File: src/design/turbo_enc_pkg.sv
// block constants and shared types of the duobinary turbo encoder, imported by rtl and testbench
package turbo_enc_pkg;

  //--------------------------------------------------------------------
  // block constants
  //--------------------------------------------------------------------

  // couples per frame, fixed block size
  localparam int N_COUPLES  = 48;
  localparam int ADDR_W     = 6;

  // almost regular permutation constants
  localparam int PERM_P0    = 11;
  localparam int PERM_P1    = 24;
  localparam int PERM_P2    = 0;
  localparam int PERM_P3    = 24;

  // address to output word latency, in cycles
  localparam int PIPE_DEPTH = 3;
  // flush counter width, holds 0 .. PIPE_DEPTH-1
  localparam int FLUSH_W    = 2;

  //--------------------------------------------------------------------
  // types
  //--------------------------------------------------------------------

  typedef logic [ADDR_W-1:0] addr_t;

  // one duobinary couple
  typedef struct packed {
    logic a;
    logic b;
  } couple_t;

  // 8-state coder register
  typedef struct packed {
    logic s1;
    logic s2;
    logic s3;
  } rsc_state_t;

  // coded output word, systematic bits on top
  typedef struct packed {
    logic a;
    logic b;
    logic y1;
    logic w1;
    logic y2;
    logic w2;
  } coded_couple_t;

  // per couple control travelling with the addresses
  typedef struct packed {
    logic val;
    logic sop;
    logic eop;
    logic swap;
  } couple_ctrl_t;

  typedef enum logic [1:0] {
    ST_IDLE,
    ST_READ,
    ST_FLUSH
  } enc_state_e;

endpackage

File: src/design/enc_fsm.sv
// frame controller of the turbo encoder, starts the address run on a buffer-full strobe
module enc_fsm
  import turbo_enc_pkg::*;
(
  input  logic iclk,
  input  logic ireset,
  input  logic ibuf_full,
  input  logic last,
  output logic addr_clear,
  output logic addr_run,
  output logic orempty
);

  //--------------------------------------------------------------------
  // state and flush counter
  //--------------------------------------------------------------------

  enc_state_e         state;
  logic [FLUSH_W-1:0] flush_cnt;
  logic               start;

  // strobe only honored while idle
  assign start = (state == ST_IDLE) & ibuf_full;

  // start cycle already issues couple 0, so run covers it too
  assign addr_clear = start;
  // stop once the address generator presents the last couple
  assign addr_run   = start | ((state == ST_READ) & ~last);

  always_ff @(posedge iclk or posedge ireset) begin
    if (ireset) begin
      state     <= ST_IDLE;
      flush_cnt <= '0;
      orempty   <= 1'b0;
    end else begin
      // buffer may be refilled once the last address is out
      orempty <= (state == ST_READ) & last;
      case (state)
        ST_IDLE: begin
          if (ibuf_full) begin
            state <= ST_READ;
          end
        end
        ST_READ: begin
          if (last) begin
            state     <= ST_FLUSH;
            flush_cnt <= '0;
          end
        end
        ST_FLUSH: begin
          // wait out the datapath latency
          if (flush_cnt == FLUSH_W'(PIPE_DEPTH - 1)) begin
            state <= ST_IDLE;
          end else begin
            flush_cnt <= flush_cnt + 1'b1;
          end
        end
        default: begin
          state <= ST_IDLE;
        end
      endcase
    end
  end

endmodule

File: src/design/perm_addr_gen.sv
// natural and permuted read address generator with per couple framing control
module perm_addr_gen
  import turbo_enc_pkg::*;
(
  input  logic         iclk,
  input  logic         ireset,
  input  logic         iclear,
  input  logic         irun,
  output addr_t        oaddr,
  output addr_t        opaddr,
  output couple_ctrl_t octrl,
  output logic         olast
);

  //--------------------------------------------------------------------
  // couple index and running P0*j modulo N
  //--------------------------------------------------------------------

  addr_t      idx;
  addr_t      psum;
  addr_t      idx_cur;
  addr_t      psum_cur;
  addr_t      psum_next;
  addr_t      paddr_calc;
  logic [7:0] q;
  logic [7:0] praw;
  logic [6:0] pinc;

  // clear restarts the frame in the same cycle
  assign idx_cur  = iclear ? '0 : idx;
  assign psum_cur = iclear ? '0 : psum;

  // one subtraction brings the stepped sum back below N
  assign pinc      = {1'b0, psum_cur} + 7'(PERM_P0);
  assign psum_next = (pinc >= 7'(N_COUPLES)) ? ADDR_W'(pinc - 7'(N_COUPLES))
                                             : ADDR_W'(pinc);

  //--------------------------------------------------------------------
  // permuted address
  //--------------------------------------------------------------------

  always_comb begin
    // offset Q picked by j mod 4
    case (idx_cur[1:0])
      2'd0:    q = 8'd0;
      2'd1:    q = 8'(24 + PERM_P1);
      2'd2:    q = 8'(PERM_P2);
      default: q = 8'(24 + PERM_P3);
    endcase
    praw = {2'b00, psum_cur} + q + 8'd1;
    // at most two wraps for these ranges
    if (praw >= 8'(2 * N_COUPLES)) begin
      paddr_calc = ADDR_W'(praw - 8'(2 * N_COUPLES));
    end else if (praw >= 8'(N_COUPLES)) begin
      paddr_calc = ADDR_W'(praw - 8'(N_COUPLES));
    end else begin
      paddr_calc = ADDR_W'(praw);
    end
  end

  //--------------------------------------------------------------------
  // counters and control register
  //--------------------------------------------------------------------

  always_ff @(posedge iclk or posedge ireset) begin
    if (ireset) begin
      idx   <= '0;
      psum  <= '0;
      octrl <= '0;
    end else begin
      if (irun) begin
        idx  <= idx_cur + 1'b1;
        psum <= psum_next;
      end else if (iclear) begin
        idx  <= '0;
        psum <= '0;
      end
      octrl.val  <= irun;
      octrl.sop  <= irun & (idx_cur == '0);
      octrl.eop  <= irun & (idx_cur == ADDR_W'(N_COUPLES - 1));
      // even couples get a/b exchanged on the permuted side
      octrl.swap <= irun & ~idx_cur[0];
    end
  end

  // registered read addresses of the current couple
  always_ff @(posedge iclk) begin
    if (irun) begin
      oaddr  <= idx_cur;
      opaddr <= paddr_calc;
    end
  end

  // high while couple 47 is on the bus
  assign olast = octrl.val & octrl.eop;

endmodule

File: src/design/rsc_coder.sv
// one 8-state duobinary recursive systematic coder, zero start at every sop
module rsc_coder
  import turbo_enc_pkg::*;
(
  input  logic    iclk,
  input  logic    ireset,
  input  logic    ival,
  input  logic    isop,
  input  couple_t idat,
  output logic    oy,
  output logic    ow
);

  rsc_state_t state;
  rsc_state_t s;
  logic       f;

  // frame start codes from the all-zero state
  assign s = isop ? '0 : state;

  // feedback bit
  assign f = idat.a ^ idat.b ^ s.s1 ^ s.s3;

  //--------------------------------------------------------------------
  // state register
  //--------------------------------------------------------------------

  always_ff @(posedge iclk or posedge ireset) begin
    if (ireset) begin
      state <= '0;
    end else if (ival) begin
      state.s1 <= f;
      state.s2 <= s.s1 ^ idat.b;
      state.s3 <= s.s2 ^ idat.b;
    end
  end

  //--------------------------------------------------------------------
  // parity outputs
  //--------------------------------------------------------------------

  always_ff @(posedge iclk) begin
    if (ival) begin
      oy <= f ^ s.s2 ^ s.s3;
      ow <= f ^ s.s3;
    end
  end

endmodule

File: src/design/enc_datapath.sv
// turbo encoder datapath, two constituent coders and output word packing
module enc_datapath
  import turbo_enc_pkg::*;
(
  input  logic          iclk,
  input  logic          ireset,
  input  couple_ctrl_t  ictrl,
  input  couple_t       irdat,
  input  couple_t       irpdat,
  output logic          oval,
  output logic          osop,
  output logic          oeop,
  output coded_couple_t odat
);

  couple_ctrl_t ctrl_d1;
  couple_ctrl_t ctrl_d2;
  couple_t      perm_dat;
  couple_t      sys_d2;
  logic         y1;
  logic         w1;
  logic         y2;
  logic         w2;

  //--------------------------------------------------------------------
  // align control to the buffer read latency
  //--------------------------------------------------------------------

  always_ff @(posedge iclk or posedge ireset) begin
    if (ireset) begin
      ctrl_d1 <= '0;
    end else begin
      ctrl_d1 <= ictrl;
    end
  end

  // a/b exchange on even permuted couples
  assign perm_dat = ctrl_d1.swap ? couple_t'({irpdat.b, irpdat.a}) : irpdat;

  //--------------------------------------------------------------------
  // constituent coders
  //--------------------------------------------------------------------

  rsc_coder u_rsc_nat (
    .iclk   (iclk),
    .ireset (ireset),
    .ival   (ctrl_d1.val),
    .isop   (ctrl_d1.sop),
    .idat   (irdat),
    .oy     (y1),
    .ow     (w1)
  );

  rsc_coder u_rsc_perm (
    .iclk   (iclk),
    .ireset (ireset),
    .ival   (ctrl_d1.val),
    .isop   (ctrl_d1.sop),
    .idat   (perm_dat),
    .oy     (y2),
    .ow     (w2)
  );

  //--------------------------------------------------------------------
  // match coder register stage
  //--------------------------------------------------------------------

  always_ff @(posedge iclk or posedge ireset) begin
    if (ireset) begin
      ctrl_d2 <= '0;
    end else begin
      ctrl_d2 <= ctrl_d1;
    end
  end

  // systematic couple beside the coders
  always_ff @(posedge iclk) begin
    if (ctrl_d1.val) begin
      sys_d2 <= irdat;
    end
  end

  //--------------------------------------------------------------------
  // output word and framing
  //--------------------------------------------------------------------

  always_ff @(posedge iclk or posedge ireset) begin
    if (ireset) begin
      oval <= 1'b0;
      osop <= 1'b0;
      oeop <= 1'b0;
    end else begin
      oval <= ctrl_d2.val;
      osop <= ctrl_d2.val & ctrl_d2.sop;
      oeop <= ctrl_d2.val & ctrl_d2.eop;
    end
  end

  always_ff @(posedge iclk) begin
    if (ctrl_d2.val) begin
      odat.a  <= sys_d2.a;
      odat.b  <= sys_d2.b;
      odat.y1 <= y1;
      odat.w1 <= w1;
      odat.y2 <= y2;
      odat.w2 <= w2;
    end
  end

endmodule

File: src/design/turbo_enc_top.sv
// top level of the duobinary turbo encoder engine, frame read from an external buffer
module turbo_enc_top
  import turbo_enc_pkg::*;
(
  input  logic          iclk,
  input  logic          ireset,
  input  logic          ibuf_full,
  input  couple_t       irdat,
  input  couple_t       irpdat,
  output logic          orempty,
  output addr_t         oaddr,
  output addr_t         opaddr,
  output logic          oval,
  output logic          osop,
  output logic          oeop,
  output coded_couple_t odat
);

  logic         addr_clear;
  logic         addr_run;
  logic         addr_last;
  couple_ctrl_t addr_ctrl;

  //--------------------------------------------------------------------
  // frame controller
  //--------------------------------------------------------------------

  enc_fsm u_fsm (
    .iclk       (iclk),
    .ireset     (ireset),
    .ibuf_full  (ibuf_full),
    .last       (addr_last),
    .addr_clear (addr_clear),
    .addr_run   (addr_run),
    .orempty    (orempty)
  );

  //--------------------------------------------------------------------
  // read addresses, natural and permuted
  //--------------------------------------------------------------------

  perm_addr_gen u_addr_gen (
    .iclk   (iclk),
    .ireset (ireset),
    .iclear (addr_clear),
    .irun   (addr_run),
    .oaddr  (oaddr),
    .opaddr (opaddr),
    .octrl  (addr_ctrl),
    .olast  (addr_last)
  );

  //--------------------------------------------------------------------
  // coders and output packing
  //--------------------------------------------------------------------

  enc_datapath u_datapath (
    .iclk   (iclk),
    .ireset (ireset),
    .ictrl  (addr_ctrl),
    .irdat  (irdat),
    .irpdat (irpdat),
    .oval   (oval),
    .osop   (osop),
    .oeop   (oeop),
    .odat   (odat)
  );

endmodule

File: config.mk
export PLATFORM = sky130hd
export DESIGN_NAME = turbo_enc_top
export DESIGN_NICKNAME = d
export VERILOG_FILES = /design/src/design/turbo_enc_pkg.sv /design/src/design/enc_fsm.sv /design/src/design/perm_addr_gen.sv /design/src/design/rsc_coder.sv /design/src/design/enc_datapath.sv /design/src/design/turbo_enc_top.sv
export SDC_FILE = /design/constraint.sdc
export NUM_CORES = 1
export LEC_CHECK = 0
export BUFFER_PORTS_ARGS = -buffer_cell sky130_fd_sc_hd__buf_2
export CAP_MARGIN = 20
export CORE_UTILIZATION = 52
export CTS_CLUSTER_SIZE = 14
export DETAILED_ROUTE_END_ITERATION = 10
export PLACE_DENSITY_LB_ADDON = 0.05
export SLEW_MARGIN = 25
export SYNTH_ARGS = -nofsm -noshare
export SYNTH_HDL_FRONTEND = slang
export SYNTH_SLANG_ARGS = --single-unit
File: constraint.sdc
create_clock -name iclk -period 5.7 [get_ports iclk]
set_input_delay 1.425 -clock iclk [delete_from_list [all_inputs] [get_ports iclk]]
set_output_delay 1.425 -clock iclk [all_outputs]
set_load 0.005 [all_outputs]
### Word level (Yosys, flattened, before mapping)

Cells that the tools add are included.

| storage, ports and cells | value |
|---|---|
| bits in registers | 61 |
| bits of input ports | 7 |
| output and inout port bits | 22 |
| word-level logic and storage cells | 112 |

| operators by class | value |
|---|---|
| $add $sub $neg | 8 |
| order comparisons | 3 |
| eq/ne operators | 9 |
| muxes and demuxes | 18 |
| bitwise gates (word level) | 28 |
| reductions and logical operators | 7 |

Operator list:

| cell | number |
|---|---|
| $mux 6 | 8 |
| $sub 6x6->6 const B | 3 |
| $xor 1x1->1 | 16 |
| $mux 2 | 6 |
| $and 1x1->1 | 9 |
| $add 7x1->8 const B | 1 |
| $ge 8x6->1 const B | 1 |
| $ge 8x7->1 const B | 1 |
| $add 6x4->7 const B | 1 |
| $add 6x6->7 | 1 |
| $ge 7x6->1 const B | 1 |
| $add 6x1->6 const B | 1 |
| $eq 2x2->1 const B | 3 |
| $eq 6x6->1 const B | 1 |
| $logic_not 6->1 | 1 |
| $mux 3 | 2 |
| $pmux 2 s3 | 1 |
| $reduce_and 3->1 | 2 |
| $logic_not 2->1 | 2 |
| $ne 2x1->1 const B | 2 |
| $ne 2x2->1 const B | 2 |
| $pmux 2 s2 | 1 |
| $add 2x1->2 const B | 1 |
| $eq 2x1->1 const B | 1 |
| 4 further kinds | 5 |

### Longest topological paths before layout

| depth | value |
|---|---|
| word-level depth | 11 |
| mapped depth | 16 |
| depth with buffers taken out | 15 |

### Cells and area by module

Synthesis repeated with hierarchy kept, for this count alone.

| unflattened totals | value |
|---|---|
| cells, all modules | 246 |
| area total of the unflattened synthesis | 2941.6 um^2 |

By module, submodules not included:

| module | instances | cells each | area each (um^2) | seq. area each (um^2) |
|---|---|---|---|---|
| perm_addr_gen | 1 | 142 | 1564.0 | 760.7 |
| rsc_coder | 2 | 28 | 292.8 | 135.1 |
| enc_datapath | 1 | 23 | 529.3 | 490.5 |
| enc_fsm | 1 | 25 | 262.8 | 125.1 |

### Worst setup path after synthesis

Ideal clock, no wire load.

| timing | value |
|---|---|
| path kind | input port to flip-flop |
| start point | input port ibuf_full |
| end point | register u_addr_gen.opaddr[4], data pin |
| setup time | 0.264 ns |
| arrival | 3.444 ns |
| required time | 5.436 ns |
| path slack | 1.992 ns |
| stages on the path | 13 |
| path buffers | 1 |
| cell sequence | nand2_2 clkbuf_1 nand2_1 inv_1 ha_1 nand2_1 or3_1 xor2_1 ha_1 nand4_1 o22ai_1 o21ai_2 xnor2_1 |

| on the way | value |
|---|---|
| word-level cells in the longest chain between the ends | 10 |
| elaborated cells on any way between the ends | 15 |
| those cells by class | add/sub: 4; order compare: 2; eq/ne: 1; mux: 5; bitwise: 1; reduce/logical: 2 |

RTL lines:

| item | RTL line | source |
|---|---|---|
| start: declaration | turbo_enc_top.sv:7 | `input logic ibuf_full,` |
| $and 1x1->1 * | enc_fsm.sv:23 | `assign start = (state == ST_IDLE) & ibuf_full;` |
| $mux 6 | - |  |
| $eq 2x2->1 or $logic_not 2->1 (tied branches) | perm_addr_gen.sv:44 | `case (idx_cur[1:0])` |
| $reduce_or 2->1 (no source line) | - |  |
| $mux 6 | perm_addr_gen.sv:44 |  |
| $add 6x6->7 * | perm_addr_gen.sv:50 | `praw = {2'b00, psum_cur} + q + 8'd1;` |
| $add 7x1->8 * | perm_addr_gen.sv:50 |  |
| $ge 8x6->1 or $sub 6x6->6 (tied branches) | perm_addr_gen.sv:54, perm_addr_gen.sv:55 |  |
| $mux 6 | perm_addr_gen.sv:54 | `end else if (praw >= 8'(N_COUPLES)) begin` |
| $mux 6 * | perm_addr_gen.sv:52 | `if (praw >= 8'(2 * N_COUPLES)) begin` |
| net u_addr_gen.paddr_calc[4] | perm_addr_gen.sv:24 | `addr_t paddr_calc;` |
| end signal: assignment | perm_addr_gen.sv:90 | `opaddr <= paddr_calc;` |
| end: declaration | perm_addr_gen.sv:10 | `output addr_t opaddr,` |

The timed path passes the listed nets; every way through them passes the cells marked *.
A chain may end at the register's enable or synchronous reset.

### Worst setup path after layout

Same ends and word-level chain as after synthesis.

==> results.md <==
* Status: finished clean
* Max Buffers Root-to-Sink at 2
* Clock transition at the registers of the reported paths at 60 ps
* CP Launch Point: ibuf_full
* Total grt overflow at 0
* Commonest non-fill, non-tap cell in the layout: dfrtp_1
* FFs w/ async S/R, synth at 60.7%
* Layout area overhead at 11.9%
* Row count at 26
* Placer Congestion at 0.799
* CP top delay family: simple AND/OR/NAND/NOR gates
* Leakage at 1.47 nW
* Worst-Skew Late Latency at 340 ps
* # diodes at 0
* Vias per cell at around 5.3
* Slew Viols, Final at 0
* Port bufs at 28
* Most frequent cells in the layout: 37 x dfrtp_1, 28 x buf_2, 24 x edfxtp_1
* Final WS setup at 2020 ps
* Worst Path Arrival at 3750 ps
* Register area share after synthesis at 56.5%
* Hold Vio Cnt, Final at 0
* Core area at 0.00524 mm2
* WS Path Type: input port to flop
* Crit path capture type: flop
* Crit path buf inv count at 2
* Worst Setup Start Kind: input port
* Final worst path period share at approximately 64%
* Worst-path cell chain: buf_2 -> nand2_2 -> nand2_1 -> inv_1 -> ha_1 -> nand2_1 -> or3_1 -> xor2_1 -> ha_1 -> nand4_1 -> o22ai_1 -> o21ai_2 -> xnor2_1
* Router iterations before antenna repair at 4
* Overall die width at 76.9 um
* NumNets Final at between 200 and 300
* Mapped Cells at 240
* Post-DP HPWL at 3.18 mm
* Fin util at 62.3%
* Tot GR Track Use at 18.3%
* WP data required at between 5000 and 6000 ps
* Mapped Area at 0.00292 mm2
* Setup TNS Final at 0 ps
* Initial Utilization at 55.7%
* Post-Route WL at between 4 and 5 mm
* FILL cells at 428
* Synth Flop Type: dfrtp_1
* Placed cell count at between 300 and 400
* Number of synthesized flops with an enable pin at 24
* Design Power at 0.000989 W
* DIE HEIGHT at 76.9 um
* DRT iter0 DRCs at 105
* RR Startpoint: u_fsm.state[0]$_DFFE_PP0P_
* FF+latch count, synth at 61
* PostCTS Resize Cnt at 0
* DRC Markers at 0
* Pre-CTS setup slack at 1670 ps
* CTS Buf Count at 9
* Hold Crit Class: flop to flop
* Maximum clock rate at 0.272 GHz
* Layout cells sized above 1 at a little over a fifth
* Skew final at between 10 and 15 ps
* Postcts setup bufs at 0
* Maxcap violations at 0
* CTS root buffer: clkbuf_8
* Routed vias at 1,820
* Yosys cell types at 52
* VDD IR max at roughly 0.28 mV
* Post-cts hold buffer count at 0
* Die Footprint at 0.00591 mm2
* First-pass GRT wire length at 8.16 mm
* IO Pins at 29
* Largest stage delay on the critical path at 330 ps
* CTS H-tree lvls at 3
* Net Count, Synth at 263
* CTS tree: built
* Power Dens Cells at a little over 300 mW/mm2
* Hold wc startpoint: u_addr_gen.octrl[0]$_DFF_PP0_
* Post-route ant nets at 0
* Initial antenna violation count at 0
* Seq. cell area at about 0.0016 mm2
* Crit Path Max Fanout at 19
* Largest net degree at the start of global routing at 38
* Worst rel slew slack at 39.7%
* Syn avg cell area at 12.1 um2
* Unrepaired setup endpoints after global routing: no
* Clock sink count at between 60 and 70
* Worst slew pin tran at around 900 ps
* Synth warn at 0
* Final Non-Filler Cells at 346
* Vias in the first global route at 1,786
* Routed len/inst at 13.4 um
* Slowest cell on the critical path: or3_1
* Final setup viols at 0
* Post-layout min period at 3680 ps
* Area occupied by multi-input gates at 0.00114 mm2
metrics by stage:
stage / hold slack [ps] / instance area (um2)
after floorplan: 331 / 2920
after global placement: 334 / 3090
after detailed placement: 339 / 3090
after CTS: 355 / 3260
after global routing: 368 / 3260
final: 350 / 3260
routing by layer:
layer	track usage, %	share of wire, %	up-vias
met5	0	0	-
met4	9.23	2.0	0
met3	5.36	5.2	8
met2	26.3	45	48
met1	25.0	48	862
li1	-	-	902
logic make-up after synthesis:
family	after synthesis	share of synthesized area (%)
flip-flops	61	56.5
adder cells (fa/ha/maj)	16	6.87
buffers and inverters	27	4.33
AO/OA/AOI/OAI	42	11.1
XOR/XNOR	19	5.71
multiplexers	7	2.62
AND/OR/NAND/NOR	68	12.9
area by class of cell:
cell class                 count  share of cell area (%)
clock inverter                 4                   0.767
tap                           70                    2.69
clock buffer                  12                    4.45
timing repair buffer          29                    4.53
inverter                      18                    2.07
multi-input combinational    152                    35.0
sequential                    61                    50.5
worst reg2reg max path, stage by stage, from the launching register on:
cell     delay (ps)
dfrtp_1         380
inv_1           120
ha_1            280
nand2_2         270
and2_1          260
ha_1            310
and4_4          230
a41o_1          280
nor2_1          170
ha_1            160
nand4_1          80
o22ai_1         210
o21ai_2          80
xnor2_1         120
final timing paths:
check	slack (ps)	cells past startpoint	to
max	2020	13	u_addr_gen.opaddr[4]$_DFFE_PN_
min	350	0	u_datapath.ctrl_d1[0]$_DFF_PP0_
max reg2reg	2490	13	u_addr_gen.opaddr[4]$_DFFE_PN_
min reg2reg	350	0	u_datapath.ctrl_d1[0]$_DFF_PP0_
max in group asynchronous	4200	3	u_addr_gen.idx[1]$_DFF_PP0_
min in group asynchronous	1180	3	u_fsm.flush_cnt[1]$_DFFE_PP0P_
Yosys cell counts, types with 4 or more instances:
library cell / instances / area, um2
xnor2_1: 14 / 123
inv_1: 18 / 67.6
nand2_1: 16 / 60.1
nand3_1: 6 / 30.0
mux2_2: 5 / 56.3
ha_1: 16 / 200
nor3_1: 5 / 25.0
xor2_1: 5 / 43.8
o21ai_0: 4 / 20.0
a21oi_1: 10 / 50.1
nor2_1: 10 / 37.5
nor2b_1: 6 / 37.5
edfxtp_1: 24 / 721
and2_1: 8 / 50.1
dfrtp_1: 37 / 926
registers in the layout (all words and copies together), names as in the netlist, 4 cells and up:
register            count
u_datapath.ctrl_d1      4
u_addr_gen.psum         6
u_addr_gen.oaddr        6
u_addr_gen.opaddr       6
u_addr_gen.octrl        4
u_datapath.odat         6
u_addr_gen.idx          6
power breakdown:
group / leakage, nW / total [W] / internal [W] / switching [W]
Sequential: 0.711 / 0.000537 / 0.000520 / 0.0000167
Combinational: 0.681 / 0.000125 / 0.0000661 / 0.0000591
Clock: 0.0824 / 0.000327 / 0.000168 / 0.000159
No activity file was read; power rests on OpenSTA's default activity.
